File: src/common/muldiv_pkg.sv
package muldiv_pkg;

   //////////////////////////////////////////////////////////////////////
   // arithmetic widths

   localparam int operand_bits = 8;
   localparam int div_steps    = 8;  // one quotient bit per step
   localparam int reply_bytes  = 4;  // prod lo, prod hi, quot, rem

   // one operand or one result byte
   typedef logic [operand_bits-1:0] operand_t;

   // full product of two operands
   typedef logic [2*operand_bits-1:0] product_t;

endpackage

File: src/common/uart_pkg.sv
package uart_pkg;

   //////////////////////////////////////////////////////////////////////
   // serial bit timing

   localparam int bit_clocks = 104;            // clocks per serial bit
   localparam int half_bit   = bit_clocks / 2; // start bit centre
   localparam int frame_bits = 10;             // start, 8 data, stop

   // rx shift register seed, reaches bit 0 after seven shifts
   localparam logic [7:0] rx_marker = 8'h80;

   // sized to hold one full bit period
   typedef logic [$clog2(bit_clocks)-1:0] bit_count_t;

endpackage
File: src/hw/muldiv_top.sv
`timescale 1ns/1ps

module muldiv_top import muldiv_pkg::*; (
   input  logic i_clk,
   input  logic i_nrst,
   input  logic i_uart_rx,
   output logic o_uart_tx
);

   operand_t rx_byte;
   logic     rx_valid;
   logic     req;
   operand_t op_a;
   operand_t op_b;
   logic     mul_ack;
   logic     div_ack;
   logic     results_ready;
   product_t product;
   operand_t quotient;
   operand_t remainder;
   logic     sender_busy;
   operand_t tx_byte;
   logic     tx_start;
   logic     tx_busy;

   //////////////////////////////////////////////////////////////////////
   // receive side and command handshake

   uart_rx uart_rx_i (
      .i_clk(i_clk), .i_nrst(i_nrst), .i_rx(i_uart_rx),
      .o_byte(rx_byte), .o_byte_valid(rx_valid)
   );

   operand_collector collector_i (
      .i_clk(i_clk), .i_nrst(i_nrst),
      .i_byte(rx_byte), .i_byte_valid(rx_valid),
      .i_mul_ack(mul_ack), .i_div_ack(div_ack), .i_sender_busy(sender_busy),
      .o_req(req), .o_a(op_a), .o_b(op_b), .o_results_ready(results_ready)
   );

   // both engines run on every command
   mul_engine mul_i (
      .i_clk(i_clk), .i_nrst(i_nrst), .i_req(req), .i_a(op_a), .i_b(op_b),
      .o_ack(mul_ack), .o_product(product)
   );

   div_engine div_i (
      .i_clk(i_clk), .i_nrst(i_nrst), .i_req(req), .i_a(op_a), .i_b(op_b),
      .o_ack(div_ack), .o_quotient(quotient), .o_remainder(remainder)
   );

   //////////////////////////////////////////////////////////////////////
   // reply side

   reply_sender sender_i (
      .i_clk(i_clk), .i_nrst(i_nrst), .i_results_ready(results_ready),
      .i_product(product), .i_quotient(quotient), .i_remainder(remainder),
      .i_tx_busy(tx_busy), .o_tx_byte(tx_byte), .o_tx_start(tx_start),
      .o_busy(sender_busy)
   );

   uart_tx uart_tx_i (
      .i_clk(i_clk), .i_nrst(i_nrst), .i_start(tx_start), .i_byte(tx_byte),
      .o_tx(o_uart_tx), .o_busy(tx_busy)
   );

endmodule

File: src/hw/reply_sender.sv
`timescale 1ns/1ps

module reply_sender import muldiv_pkg::*; (
   input  logic     i_clk,
   input  logic     i_nrst,
   input  logic     i_results_ready,
   input  product_t i_product,
   input  operand_t i_quotient,
   input  operand_t i_remainder,
   input  logic     i_tx_busy,
   output operand_t o_tx_byte,
   output logic     o_tx_start,
   output logic     o_busy
);

   typedef enum logic [1:0] {
      snd_idle,
      snd_issue,   // waiting for the transmitter to be free
      snd_wait     // byte on the line
   } snd_state_t;

   typedef logic [$clog2(reply_bytes)-1:0] index_t;

   snd_state_t state;
   index_t     idx;
   operand_t   reply [reply_bytes];
   logic       last;

   assign last = (idx == index_t'(reply_bytes - 1));

   //////////////////////////////////////////////////////////////////////
   // byte sequencing

   always_ff @(posedge i_clk or negedge i_nrst) begin
      if (!i_nrst) begin
         state <= snd_idle;
         idx   <= '0;
      end else begin
         case (state)
            snd_idle: if (i_results_ready) begin
               idx   <= '0;
               state <= snd_issue;
            end
            snd_issue: if (!i_tx_busy) state <= snd_wait;
            snd_wait: if (!i_tx_busy) begin   // stop bit finished
               if (last) begin
                  state <= snd_idle;
               end else begin
                  idx   <= idx + 1'b1;
                  state <= snd_issue;
               end
            end
            default: state <= snd_idle;
         endcase
      end
   end

   // reply order on the wire
   always_ff @(posedge i_clk) begin
      if (state == snd_idle && i_results_ready) begin
         reply[0] <= i_product[operand_bits-1:0];
         reply[1] <= i_product[2*operand_bits-1:operand_bits];
         reply[2] <= i_quotient;
         reply[3] <= i_remainder;
      end
   end

   assign o_tx_byte  = reply[idx];
   assign o_tx_start = (state == snd_issue) & ~i_tx_busy;
   assign o_busy     = (state != snd_idle);

endmodule

File: src/hw/operand_collector.sv
`timescale 1ns/1ps

module operand_collector import muldiv_pkg::*; (
   input  logic     i_clk,
   input  logic     i_nrst,
   input  operand_t i_byte,
   input  logic     i_byte_valid,
   input  logic     i_mul_ack,
   input  logic     i_div_ack,
   input  logic     i_sender_busy,
   output logic     o_req,
   output operand_t o_a,
   output operand_t o_b,
   output logic     o_results_ready
);

   typedef enum logic [1:0] {
      col_a,        // waiting for operand a
      col_b,        // waiting for operand b
      col_req,      // req high, waiting for both acks
      col_release   // req low, waiting for both acks to fall
   } col_state_t;

   col_state_t state;
   logic       take;
   logic       both_ack;

   assign take     = i_byte_valid & ~i_sender_busy;  // reply in progress drops bytes
   assign both_ack = i_mul_ack & i_div_ack;

   always_ff @(posedge i_clk or negedge i_nrst) begin
      if (!i_nrst) begin
         state <= col_a;
      end else begin
         case (state)
            col_a:       if (take) state <= col_b;
            col_b:       if (take) state <= col_req;
            col_req:     if (both_ack) state <= col_release;
            col_release: if (!i_mul_ack && !i_div_ack) state <= col_a;
            default:     state <= col_a;
         endcase
      end
   end

   always_ff @(posedge i_clk) begin
      if (state == col_a && take) o_a <= i_byte;
      if (state == col_b && take) o_b <= i_byte;
   end

   assign o_req           = (state == col_req);
   assign o_results_ready = o_req & both_ack;   // only once, state moves on

endmodule

File: src/muldiv/div_engine.sv
`timescale 1ns/1ps

module div_engine import muldiv_pkg::*; (
   input  logic     i_clk,
   input  logic     i_nrst,
   input  logic     i_req,
   input  operand_t i_a,
   input  operand_t i_b,
   output logic     o_ack,
   output operand_t o_quotient,
   output operand_t o_remainder
);

   typedef logic [$clog2(div_steps + 1)-1:0] step_t;

   logic                  busy;
   logic                  start;
   step_t                 steps;
   operand_t              rem;
   logic [operand_bits:0] partial;  // remainder shifted left, next dividend bit in
   logic [operand_bits:0] diff;
   logic                  fits;

   assign start   = i_req & ~busy & ~o_ack;
   assign partial = {rem, o_quotient[operand_bits-1]};
   assign diff    = partial - {1'b0, i_b};
   assign fits    = (partial >= {1'b0, i_b});  // b = 0 always fits, quotient FF

   always_ff @(posedge i_clk or negedge i_nrst) begin
      if (!i_nrst) begin
         busy  <= 1'b0;
         o_ack <= 1'b0;
      end else if (start) begin
         busy <= 1'b1;
      end else if (busy && steps == '0) begin
         busy  <= 1'b0;
         o_ack <= 1'b1;
      end else if (o_ack && !i_req) begin
         o_ack <= 1'b0;
      end
   end

   //////////////////////////////////////////////////////////////////////
   // restoring shift-subtract, dividend shifts out as quotient shifts in

   always_ff @(posedge i_clk) begin
      if (start) begin
         steps      <= step_t'(div_steps);
         rem        <= '0;
         o_quotient <= i_a;
      end else if (busy && steps != '0) begin
         steps      <= steps - 1'b1;
         rem        <= fits ? diff[operand_bits-1:0] : partial[operand_bits-1:0];
         o_quotient <= {o_quotient[operand_bits-2:0], fits};
      end
   end

   assign o_remainder = rem;

endmodule

File: src/muldiv/mul_engine.sv
`timescale 1ns/1ps

module mul_engine import muldiv_pkg::*; (
   input  logic     i_clk,
   input  logic     i_nrst,
   input  logic     i_req,
   input  operand_t i_a,
   input  operand_t i_b,
   output logic     o_ack,
   output product_t o_product
);

   logic     busy;
   logic     start;
   operand_t count;   // copy of a, counts down to zero

   assign start = i_req & ~busy & ~o_ack;

   //////////////////////////////////////////////////////////////////////
   // handshake side

   always_ff @(posedge i_clk or negedge i_nrst) begin
      if (!i_nrst) begin
         busy  <= 1'b0;
         o_ack <= 1'b0;
      end else if (start) begin
         busy <= 1'b1;
      end else if (busy && count == '0) begin
         busy  <= 1'b0;
         o_ack <= 1'b1;                // product now frozen
      end else if (o_ack && !i_req) begin
         o_ack <= 1'b0;
      end
   end

   // repeated addition of b, a times
   always_ff @(posedge i_clk) begin
      if (start) begin
         count     <= i_a;
         o_product <= '0;
      end else if (busy && count != '0) begin
         o_product <= o_product + product_t'(i_b);
         count     <= count - 1'b1;
      end
   end

endmodule

File: src/uart/uart_tx.sv
`timescale 1ns/1ps

module uart_tx import uart_pkg::*, muldiv_pkg::*; (
   input  logic     i_clk,
   input  logic     i_nrst,
   input  logic     i_start,
   input  operand_t i_byte,
   output logic     o_tx,
   output logic     o_busy
);

   typedef enum logic [1:0] {
      tx_idle,
      tx_start,
      tx_send
   } tx_state_t;

   typedef logic [$clog2(frame_bits)-1:0] frame_cnt_t;

   tx_state_t  state;
   bit_count_t count;
   frame_cnt_t bits_done;
   operand_t   shreg;
   logic       bit_end;
   logic       last_bit;

   assign bit_end  = (state != tx_idle) & (count == bit_count_t'(bit_clocks - 1));
   assign last_bit = (bits_done == frame_cnt_t'(frame_bits - 1));

   always_ff @(posedge i_clk or negedge i_nrst) begin
      if (!i_nrst) begin
         state     <= tx_idle;
         count     <= '0;
         bits_done <= '0;
      end else begin
         count <= (state == tx_idle || bit_end) ? '0 : count + 1'b1;
         case (state)
            tx_idle: begin
               bits_done <= '0;
               if (i_start) state <= tx_start;
            end
            tx_start: if (bit_end) begin
               bits_done <= bits_done + 1'b1;
               state     <= tx_send;
            end
            tx_send: if (bit_end) begin
               if (last_bit) state <= tx_idle;  // stop bit done
               else          bits_done <= bits_done + 1'b1;
            end
            default: state <= tx_idle;
         endcase
      end
   end

   // ones shift in behind the data, the last of them is the stop bit
   always_ff @(posedge i_clk) begin
      if (state == tx_idle && i_start)    shreg <= i_byte;
      else if (state == tx_send && bit_end) shreg <= {1'b1, shreg[7:1]};
   end

   assign o_tx   = (state == tx_idle)  ? 1'b1 :
                   (state == tx_start) ? 1'b0 :
                                         shreg[0];
   assign o_busy = (state != tx_idle);

endmodule

File: src/uart/uart_rx.sv
`timescale 1ns/1ps

module uart_rx import uart_pkg::*, muldiv_pkg::*; (
   input  logic     i_clk,
   input  logic     i_nrst,
   input  logic     i_rx,
   output operand_t o_byte,
   output logic     o_byte_valid
);

   typedef enum logic [1:0] {
      rx_idle,
      rx_start,
      rx_data,
      rx_stop
   } rx_state_t;

   logic [1:0] rx_sync;
   rx_state_t  state;
   bit_count_t count;
   operand_t   shreg;
   logic       rx_line;
   logic       bit_end;
   logic       half_end;

   assign rx_line  = rx_sync[1];
   assign bit_end  = (count == bit_count_t'(bit_clocks - 1));
   assign half_end = (count == bit_count_t'(half_bit - 1));

   always_ff @(posedge i_clk or negedge i_nrst) begin
      if (!i_nrst) rx_sync <= 2'b11;    // line idles high
      else         rx_sync <= {rx_sync[0], i_rx};
   end

   //////////////////////////////////////////////////////////////////////
   // frame state machine

   always_ff @(posedge i_clk or negedge i_nrst) begin
      if (!i_nrst) begin
         state <= rx_idle;
         count <= '0;
      end else begin
         count <= count + 1'b1;
         case (state)
            rx_idle: begin
               count <= '0;
               if (!rx_line) state <= rx_start;
            end
            rx_start: if (half_end) begin
               count <= '0;
               state <= rx_line ? rx_idle : rx_data;  // glitch, not a start bit
            end
            rx_data: if (bit_end) begin
               count <= '0;
               if (shreg[0]) state <= rx_stop;  // marker about to drop out
            end
            rx_stop: if (bit_end) state <= rx_idle;
            default: state <= rx_idle;
         endcase
      end
   end

   // lsb first, marker travels ahead of the data
   always_ff @(posedge i_clk) begin
      if (state == rx_idle)              shreg <= rx_marker;
      else if (state == rx_data && bit_end) shreg <= {rx_line, shreg[7:1]};
   end

   assign o_byte       = shreg;
   assign o_byte_valid = (state == rx_stop) & bit_end & rx_line;  // mid stop bit

endmodule

File: config.mk
export PLATFORM = sky130hd
export DESIGN_NAME = muldiv_top
export DESIGN_NICKNAME = d
export VERILOG_FILES = /design/src/common/muldiv_pkg.sv /design/src/common/uart_pkg.sv /design/src/hw/muldiv_top.sv /design/src/hw/reply_sender.sv /design/src/hw/operand_collector.sv /design/src/muldiv/div_engine.sv /design/src/muldiv/mul_engine.sv /design/src/uart/uart_tx.sv /design/src/uart/uart_rx.sv
export SDC_FILE = /design/constraint.sdc
export NUM_CORES = 1
export LEC_CHECK = 0
export BUFFER_PORTS_ARGS = -buffer_cell sky130_fd_sc_hd__buf_2
export CELL_PAD_IN_SITES_DETAIL_PLACEMENT = 0
export CELL_PAD_IN_SITES_GLOBAL_PLACEMENT = 1
export CORE_MARGIN = 1
export CORE_UTILIZATION = 52
export DETAILED_ROUTE_END_ITERATION = 16
export GPL_ROUTABILITY_DRIVEN = 0
export PLACE_DENSITY_LB_ADDON = 0.08
export SLEW_MARGIN = 20
export SYNTH_ARGS = -nofsm -noshare
export SYNTH_HDL_FRONTEND = slang
export SYNTH_SLANG_ARGS = --single-unit
File: constraint.sdc
create_clock -name i_clk -period 4.43 [get_ports i_clk]
set_clock_uncertainty 0.05 [all_clocks]
set_input_delay 0.6645 -clock i_clk [delete_from_list [all_inputs] [get_ports i_clk]]
set_output_delay 0.6645 -clock i_clk [all_outputs]
set_load 0.02 [all_outputs]
==> run metrics, run 1 <==
post-synth cell types=62; setup TNS=0 ps; first-pass GRT wire length=21.96 mm; final WL=13.31 mm; critical path endpoint category=flop; post-route ant nets=0; Max Fclk=0.3781 GHz; RSZ-0062 raised after global routing=false; row cnt=40; Post-Synth XOR/XNOR Area=3.437%; area leader, netlist=edfxtp_1; outcome=finished clean; post-synthesis simple-gate area fraction=14.07%; VDD IR-drop max=0.0002796 V; DRC viols=0; commonest non-fill, non-tap cells in the layout=nand2_1 (72), edfxtp_1 (72), nor2_1 (45); ys async rst share=23.94%; sequential area share after synthesis=56.39%; Post-synth EDFFs=72; num ports=4; postcts setup bufs=0; P&R area growth vs syn=11.80%; CTS clock-pin slew for the worst setup and hold paths=60 ps; worst hold-check path type=in2async; Critical Path Source Type=flop; final worst slack=1785 ps; Yosys top cell area share=32.63%; Max Fanout on Critical Path=11; Starting Density=54.25%; Synth Area in Adders=6.837%; Die Height=114.9 um; synth warn=0; Main synth FF type=edfxtp_1; via/cell ratio=5.501; Vias=4225; die width=114.9 um; Max-Cap Viols=0; antenna violations before repair=0; compound-cell area share of the yosys netlist=9.915%; Power Total=2.820 mW; CTS tree=yes; DP Worst Slack=1832 ps; diode count=0; setup violators final=0; Worst Setup SP=collector_i.o_b[1]; Critical Path RT=4720 ps; H-tree Lvls=4; GR Overflow Total=0; TritonRoute pass-1 iters=4; Synth Net Count=617; Avg Cell Area, Syn=11.44 um^2; post-route minimum period=2645 ps; number of port buffers=3; CP max stage delay=460 ps; Max Slew Vio Count=0; power density over the cells=380.7 mW/mm^2; Hold Buf Count CTS=0; largest family of logic cells by synthesized area=simple AND/OR/NAND/NOR gates; Slew @ Worst Pin=927.2 ps; vias in the first global route=4287; Final Hold Viols=0; Crit Path Category=reg2reg; synthesized area=0.006625 mm^2; Die ar.=0.01320 mm^2; share of cells above drive strength 1=10.33%; Final Cycle Share=59.71%; All-Layer GR Usage=22.38%; WL/cell=17.33 um; Clock Sinks=142; most frequent CP cell=o21ai_0; synth top area cells=edfxtp_1 (33%), dfrtp_1 (12%), dfxtp_1 (11%); crit-path cells=inv_1, ha_1, nor2b_1, o21ai_0, o21ai_0, a41oi_1, buf_4, mux2_2, o21ai_0; CTS root buf=clkbuf_16; post-synthesis register bit count=142; pin count of the biggest net entering global routing=36; # nets final=625; Mapped Cells=579; Iter 0 DRT Violations=336; mux contribution to synthesized area=6.818%; reg-to-reg startpoint=collector_i.o_b[1]; Core ar.=0.01221 mm^2; HPWL Detailed=9.652 mm; worst-skew pair later-pin latency=420 ps; slew margin rel.=38.15%; worst hold slack=291.2 ps; cts repair resizes=0; worst-case clock buffer depth=2; total CTS buffers=17; Slowest cell on crit path=edfxtp_1; Static Leak=2.922 nW; crit path DAT=2940 ps
[metrics by stage]
stage	cell area [um^2]	std cells	utilization, %
floorplan	6625	579	-
global placement	6808	736	55.75
detailed placement	6808	736	55.75
CTS	7407	768	60.66
global route	7407	768	60.66
finish	7407	768	60.66
[registers in the layout, summed over array words and instances, names as in the netlist, 2 cells and up, named ones only]
name and cells:
collector_i.o_a 8, collector_i.o_b 8, collector_i.state 2, div_i.o_quotient 8
div_i.o_remainder 8, div_i.steps 4, mul_i.count 8, mul_i.o_product 16
sender_i.idx 2, sender_i.reply 32, sender_i.state 2, uart_rx_i.count 7
uart_rx_i.o_byte 8, uart_rx_i.rx_sync 2, uart_tx_i.bits_done 4, uart_tx_i.count 7
uart_tx_i.shreg 8, uart_tx_i.state 2
[cells in the mapped netlist, types with 14 or more instances]
| cell type | instances |
|---|---|
| edfxtp_1 | 72 |
| dfxtp_1 | 36 |
| a21oi_1 | 20 |
| nand2_1 | 72 |
| nand3_1 | 24 |
| xnor2_1 | 14 |
| ha_1 | 33 |
| o21ai_0 | 42 |
| dfrtp_1 | 32 |
| nor2_1 | 45 |
| mux2i_1 | 17 |
| inv_1 | 28 |
[cell type report]
cell class              instances  area [um^2]
fillers                      1026         4805
flip-flops and latches        142         3736
multi-input cells             393         2726
clock buffers                  19        454.2
well taps                     168        210.2
clock inverters                13        145.1
inverters                      28        105.1
repair buffers                  5        30.03
[final timing paths]
kind / to / slack, ps / depth (start not counted)
max: div_i.o_remainder[1] / 1780 / 9
min: uart_tx_i.state[1] / 290 / 1
max reg2reg: div_i.o_remainder[1] / 1780 / 9
min reg2reg: uart_rx_i.rx_sync[1] / 310 / 0
max in group asynchronous: div_i.busy / 3520 / 1
min in group i_clk: uart_rx_i.rx_sync[0] / 290 / 1
[cell families (layout without fill, tap and decap cells)]
| group | count (synthesis) | in the layout |
|---|---|---|
| DFF | 142 | 142 |
| and+or+nand+nor | 195 | 195 |
| buffers and inverters | 44 | 65 |
| muxes | 34 | 34 |
| AOI/OAI and AO/OA | 103 | 103 |
| xor gates and xnor gates | 26 | 26 |
| adders and majority gates | 35 | 35 |
[critical path, delay by kind of cell (launching register included)]
kind,cells,cell delay [ps]
multiplexers,1,350
flip-flops,1,460
AND/OR/NAND/NOR,1,130
buffers and inverters,2,310
AO/OA/AOI/OAI,4,970
adder cells (fa/ha/maj),1,310
[per-layer routing]
metal	vias up	wire (um)	track usage [%]
met3	9	407	5.535
met1	2066	6512	30.18
li1	2106	-	-
met2	44	6293	35.62
met5	-	0	0
met4	0	93	7.273
[report_power, final]
part | internal, mW | switching, mW | total (mW)
registers | 1.37 | 0.000779 | 1.37
logic | 0.000871 | 0.00658 | 0.00745
clock network | 0.909 | 0.528 | 1.44
total | 2.28 | 0.536 | 2.82
(Power assumes the default switching activity.)
==> run 2, diff against run 1 <==
clock period = 2.7 ns   (was 4.43 ns; I/O delays follow)
==> run 2 against run 1 <==
Compared with the run above:
- flip-flop and latch count unchanged
- final cell count increased by 1.8%
- total power increased by 62%
- critical endpoint unchanged
- largest cell class unchanged
- largest power group unchanged
==> run metrics, run 2 (same netlist as run 1, synthesis figures left out) <==
outcome=finished clean; clock share of power=50.5%; num ports=4; setup violators final=0; most frequent CP cell=o21ai_0; DP Worst Slack=138.7 ps; Crit Path Category=reg2reg; Static Leak=2.981 nW; CP max stage delay=410 ps; Max Slew Vio Count=0; share of cells above drive strength 1=12.87%; power density over the cells=609.4 mW/mm^2; Die ar.=0.01320 mm^2; total CTS buffers=17; Slew @ Worst Pin=835.7 ps; sequential cell area=0.003736 mm^2; Hold Buf Count CTS=0; fill count=1037; Switch Pwr=955.3 uW; crit-path cells=inv_1, ha_1, nor2b_1, o21ai_0, o21ai_0, a41oi_1, buf_4, mux2_2, o21ai_0; diode count=0; final WL=13.39 mm; Starting Density=54.25%; met2 Usage GRT=39.44%; # nets final=639; RSZ-0062 raised after global routing=false; HPWL Detailed=9.879 mm; WL/cell=17.12 um; P&R area growth vs syn=13.48%; max reg flops=32; slew margin rel.=44.29%; VDD IR-drop max=0.0004047 V; postcts setup bufs=0; Sw Share=20.85%; Max Fclk=0.3991 GHz; Final Cycle Share=92.79%; Iter 0 DRT Violations=244; CP bufs+invs=2; first-pass GRT wire length=22.20 mm; DRC viols=0; footprint of the multi-input gates=0.002733 mm^2; most flop-heavy register=sender_i.reply; via/cell ratio=5.515; GR Util met3=4.375%; Critical Path RT=2990 ps; worst hold-check path type=in2async; GR Overflow Total=0; GR Util met1=28.20%; biggest registers after layout=sender_i.reply: 32 flops, mul_i.o_product: 16 flops; vias in the first global route=4324; Core ar.=0.01221 mm^2; row cnt=40; number of port buffers=3; cts repair resizes=0; final worst slack=194.6 ps; logic gate share of total power=0.3%; critical path endpoint category=flop; Final Hold Viols=0; die width=114.9 um; Max Fanout on Critical Path=11; Die Height=114.9 um; CTS root buf=clkbuf_16; post-route ant nets=0; antenna violations before repair=0; worst-skew pair later-pin latency=430 ps; post-route minimum period=2505 ps; Slowest cell on crit path=edfxtp_1; H-tree Lvls=4; Critical Path Source Type=flop; setup TNS=0 ps; Max-Cap Viols=0; Sequential Power Share=49.2%; All-Layer GR Usage=22.97%; pin count of the biggest net entering global routing=36; CTS clock-pin slew for the worst setup and hold paths=60 ps; Clock Sinks=142; Worst path top cell family by delay=compound AO/OA/AOI/OAI gates; crit path DAT=2790 ps; TritonRoute pass-1 iters=4; commonest non-fill, non-tap cells in the layout=nand2_1 (72), edfxtp_1 (72), nor2_1 (45); worst-case clock buffer depth=2; internal power=3.626 mW; most used routing layer=met2; Vias=4313; CTS tree=yes
==> run 2: final timing paths <==
path / endpoint / slack (ps) / from / cells after the start
max in group asynchronous: collector_i.state[0] / 2040 / i_nrst / 1
hold / removal: uart_tx_i.bits_done[2] / 20 / i_nrst / 1
hold reg to reg: uart_rx_i.rx_sync[1] / 320 / uart_rx_i.rx_sync[0] / 0
setup / recovery: div_i.o_remainder[1] / 190 / collector_i.o_b[1] / 9
setup reg to reg: div_i.o_remainder[1] / 190 / collector_i.o_b[1] / 9
min in group i_clk: uart_rx_i.rx_sync[0] / 30 / i_uart_rx / 1
==> run 2: worst reg2reg max path, cell delays in order (launching register included) <==
cell	delay, ps
edfxtp_1	410
inv_1	70
ha_1	310
nor2b_1	130
o21ai_0	200
o21ai_0	220
a41oi_1	270
buf_4	230
mux2_2	340
o21ai_0	180
==> run 2: final cells by class <==
| class | count | share of cell area, % |
|---|---|---|
| Inverter | 28 | 1.398 |
| Timing Repair Buffer | 19 | 1.964 |
| Multi-Input combinational cell | 393 | 36.35 |
| Sequential cell | 142 | 49.69 |
| Clock buffer | 17 | 5.658 |
| Clock inverter | 15 | 2.147 |
| Tap cell | 168 | 2.796 |
==> run 2: power groups by stage <==
stage	combinational, mW	sequential (mW)	clock [mW]
3_3_place_gp	0.0128	2.30	0
2_1_floorplan	0.000665	2.30	0
4_1_cts	0.0134	2.25	2.35
3_5_place_dp	0.0133	2.30	0
6_report	0.0124	2.26	2.31
5_1_grt	0.0145	2.25	2.43
==> run 2: through the flow <==
stage	instance area, um^2	hold slack, ps	power [mW]	cells	util (%)
after floorplan	6636	59.41	2.300	579	-
after CTS	7503	10.42	4.619	780	61.44
after detailed placement	6917	310.3	2.313	748	56.64
final	7518	16.07	4.582	782	61.57
after global placement	6917	310.8	2.313	748	56.64
after global routing	7518	6.659	4.703	782	61.57
==> run 2: routing by layer <==
metal | part of all wire (%) | wire, um
met1 | 45 | 5990
met2 | 51 | 6773
met3 | 3.0 | 395
met4 | 1.7 | 229
met5 | 0 | 0
==> run 3, diff against run 2 <==
ABC_AREA = 1   (was default)
CORE_UTILIZATION = 51   (was 52)
CTS_BUF_LIST = sky130_fd_sc_hd__clkbuf_2   (was default)
SLEW_MARGIN = default   (was 20)
==> run 3 against run 2 <==
Compared with the run above:
- first-iteration DRC count up 36%
- synthesized cell count up 35%
- setup slack better by 380 ps
- register-to-register slack better by 380 ps
- sequential power about the same
- largest cell class unchanged
- highest routed layer unchanged
==> run metrics, run 3 <==
Switch Pwr=788.6 uW; GR Overflow Total=0; Main synth FF type=edfxtp_1; antenna violations before repair=1; post-route ant nets=0; share of cells above drive strength 1=9.348%; sequential area share after synthesis=53.62%; Hold Buf Count CTS=2; largest family of logic cells by synthesized area=simple AND/OR/NAND/NOR gates; area leader, netlist=edfxtp_1; Max-Cap Viols=0; worst hold-check path type=in2async; postcts setup bufs=0; Post-Synth XOR/XNOR Area=1.508%; Clock Sinks=142; RSZ-0062 raised after global routing=false; total CTS buffers=17; most frequent cells after synthesis=nand2_1 (216), inv_1 (83), edfxtp_1 (72), nor2_1 (69), nand3_1 (51); Max Fanout on Critical Path=9; Worst path depth=6; Yosys top cell area share=31.03%; setup violators final=0; P&R area growth vs syn=6.734%; CTS clock-pin slew for the worst setup and hold paths=210 ps; All-Layer GR Usage=21.62%; CTS root buf=clkbuf_2; Slew @ Worst Pin=760.9 ps; max reg flops=32; post-route minimum period=2124 ps; Max Slew Vio Count=0; most frequent CP cell=inv_2; cts repair resizes=0; Final Cycle Share=78.66%; final WL=13.99 mm; reg-to-reg startpoint=uart_tx_i.state[1]; post-synthesis simple-gate area fraction=23.77%; Critical Path RT=3040 ps; Sequential Power Share=64.8%; logic gate share of total power=0.4%; # nets final=838; clock share of power=34.8%; Starting Density=52.41%; Synth Area in Adders=6.500%; setup TNS=0 ps; most flop-heavy register=sender_i.reply; first-pass GRT wire length=23.72 mm; WL/cell=14.13 um; HPWL Detailed=10.47 mm; r2r worst-path depth=6; slew margin rel.=49.27%; via/cell ratio=5.155; synth top area cells=edfxtp_1 (31%), nand2_1 (12%), dfrtp_1 (11%); Post-synth EDFFs=72; Worst path top cell family by delay=simple AND/OR/NAND/NOR gates; row cnt=42; most instantiated library cell after synthesis=nand2_1; Crit Path Category=reg2reg; vias in the first global route=4921; num ports=4; final worst slack=576.2 ps; DP Worst Slack=603.2 ps; CP bufs+invs=3; Core ar.=0.01330 mm^2; Sw Share=22.65%; Synth Net Count=819; synthesized area=0.006968 mm^2; Static Leak=3.374 nW; TritonRoute pass-1 iters=7; synth warn=0; Avg Cell Area, Syn=8.922 um^2; Critical Path Source Type=flop; outcome=finished clean; Max Fclk=0.4709 GHz; crit path DAT=2460 ps; VDD IR-drop max=0.0003656 V; DRC viols=0; Mapped Cells=781; post-synth cell types=48; compound-cell area share of the yosys netlist=8.637%; pin count of the biggest net entering global routing=35; number of port buffers=3; Final Hold Viols=0; internal power=2.694 mW; post-synthesis register bit count=142; Die ar.=0.01413 mm^2; commonest non-fill, non-tap cells in the layout=nand2_1 (216), inv_1 (83), edfxtp_1 (72); Reg2Reg Capture Point=uart_tx_i.shreg[4]; mux contribution to synthesized area=0%; R2R Setup Slk=580 ps; CP max stage delay=470 ps; biggest registers after layout=sender_i.reply: 32 flops, mul_i.o_product: 16 flops; die width=118.9 um; power density over the cells=468.2 mW/mm^2; ys async rst share=23.94%; commonest non-fill, non-tap cell in the layout=nand2_1; worst-case clock buffer depth=2; CTS tree=yes; critical path endpoint category=flop; Vias=5103; Die Height=118.9 um; crit-path cells=inv_1, ha_1, inv_2, nor2_2, inv_2, nand2_1; H-tree Lvls=4; Slowest cell on crit path=dfrtp_1; worst-skew pair later-pin latency=700 ps; Iter 0 DRT Violations=333
run 3: cell count changes in the layout (fill, tap and decap cells not counted), moves of 19 or more:
cell      before  now
nor2_1        45   68
nand3_1       24   51
clkbuf_2       0   19
inv_1         28   83
nand2_1       72  216
run 3: logic make-up after synthesis:
group | after synthesis
and+or+nand+nor | 379
DFF | 142
AOI/OAI and AO/OA | 109
buffers and inverters | 104
adders and majority gates | 35
xor gates and xnor gates | 12
run 3: layout make-up:
type	count	area, um^2
repair buffers	8	57.56
flip-flops and latches	142	3736
multi-input cells	535	2819
well taps	176	220.2
clock buffers	19	95.09
diodes	1	2.502
inverters	96	367.9
fillers	1231	5858
clock inverters	13	138.9
run 3: metal layers:
layer	share of wire (%)	GRT usage, %
met5	0	0
met2	47	35.05
met1	48	29.11
met4	1.0	6.408
met3	3.7	4.741
run 3: power groups by stage:
| stage | clock [mW] | combinational, mW | sequential [mW] |
|---|---|---|---|
| global placement | 0 | 0.0131 | 2.30 |
| CTS | 1.26 | 0.0157 | 2.26 |
| global route | 1.33 | 0.0172 | 2.26 |
| finish | 1.21 | 0.0145 | 2.25 |
| floorplan | 0 | 0.000990 | 2.30 |
| detailed placement | 0 | 0.0137 | 2.30 |
run 3: worst reg2reg max path, stage by stage (launching register included):
cell	delay [ps]
dfrtp_1	470
inv_1	120
ha_1	260
inv_2	100
nor2_2	340
inv_2	170
nand2_1	310
run 3: worst max-delay path by stage:
stage | from | to | slack [ps]
floorplan | collector_i.state[0] | sender_i.idx[0] | 460
global placement | uart_tx_i.state[1] | uart_tx_i.shreg[5] | 630
detailed placement | uart_tx_i.state[1] | uart_tx_i.shreg[5] | 600
CTS | uart_tx_i.state[1] | uart_tx_i.shreg[4] | 560
global route | uart_tx_i.state[1] | uart_tx_i.shreg[4] | 360
finish | uart_tx_i.state[1] | uart_tx_i.shreg[4] | 580
run 3: metrics by stage:
step,cell area (um^2),power [mW],instances,hold WS (ps),util [%]
6_report,7437,3.482,990,241.2,55.94
5_1_grt,7437,3.601,990,215.8,55.94
4_1_cts,7435,3.527,989,204.3,55.92
3_5_place_dp,7181,2.313,955,303.0,54.01
3_3_place_gp,7181,2.312,955,298.5,54.01
2_1_floorplan,6970,2.300,781,59.41,-
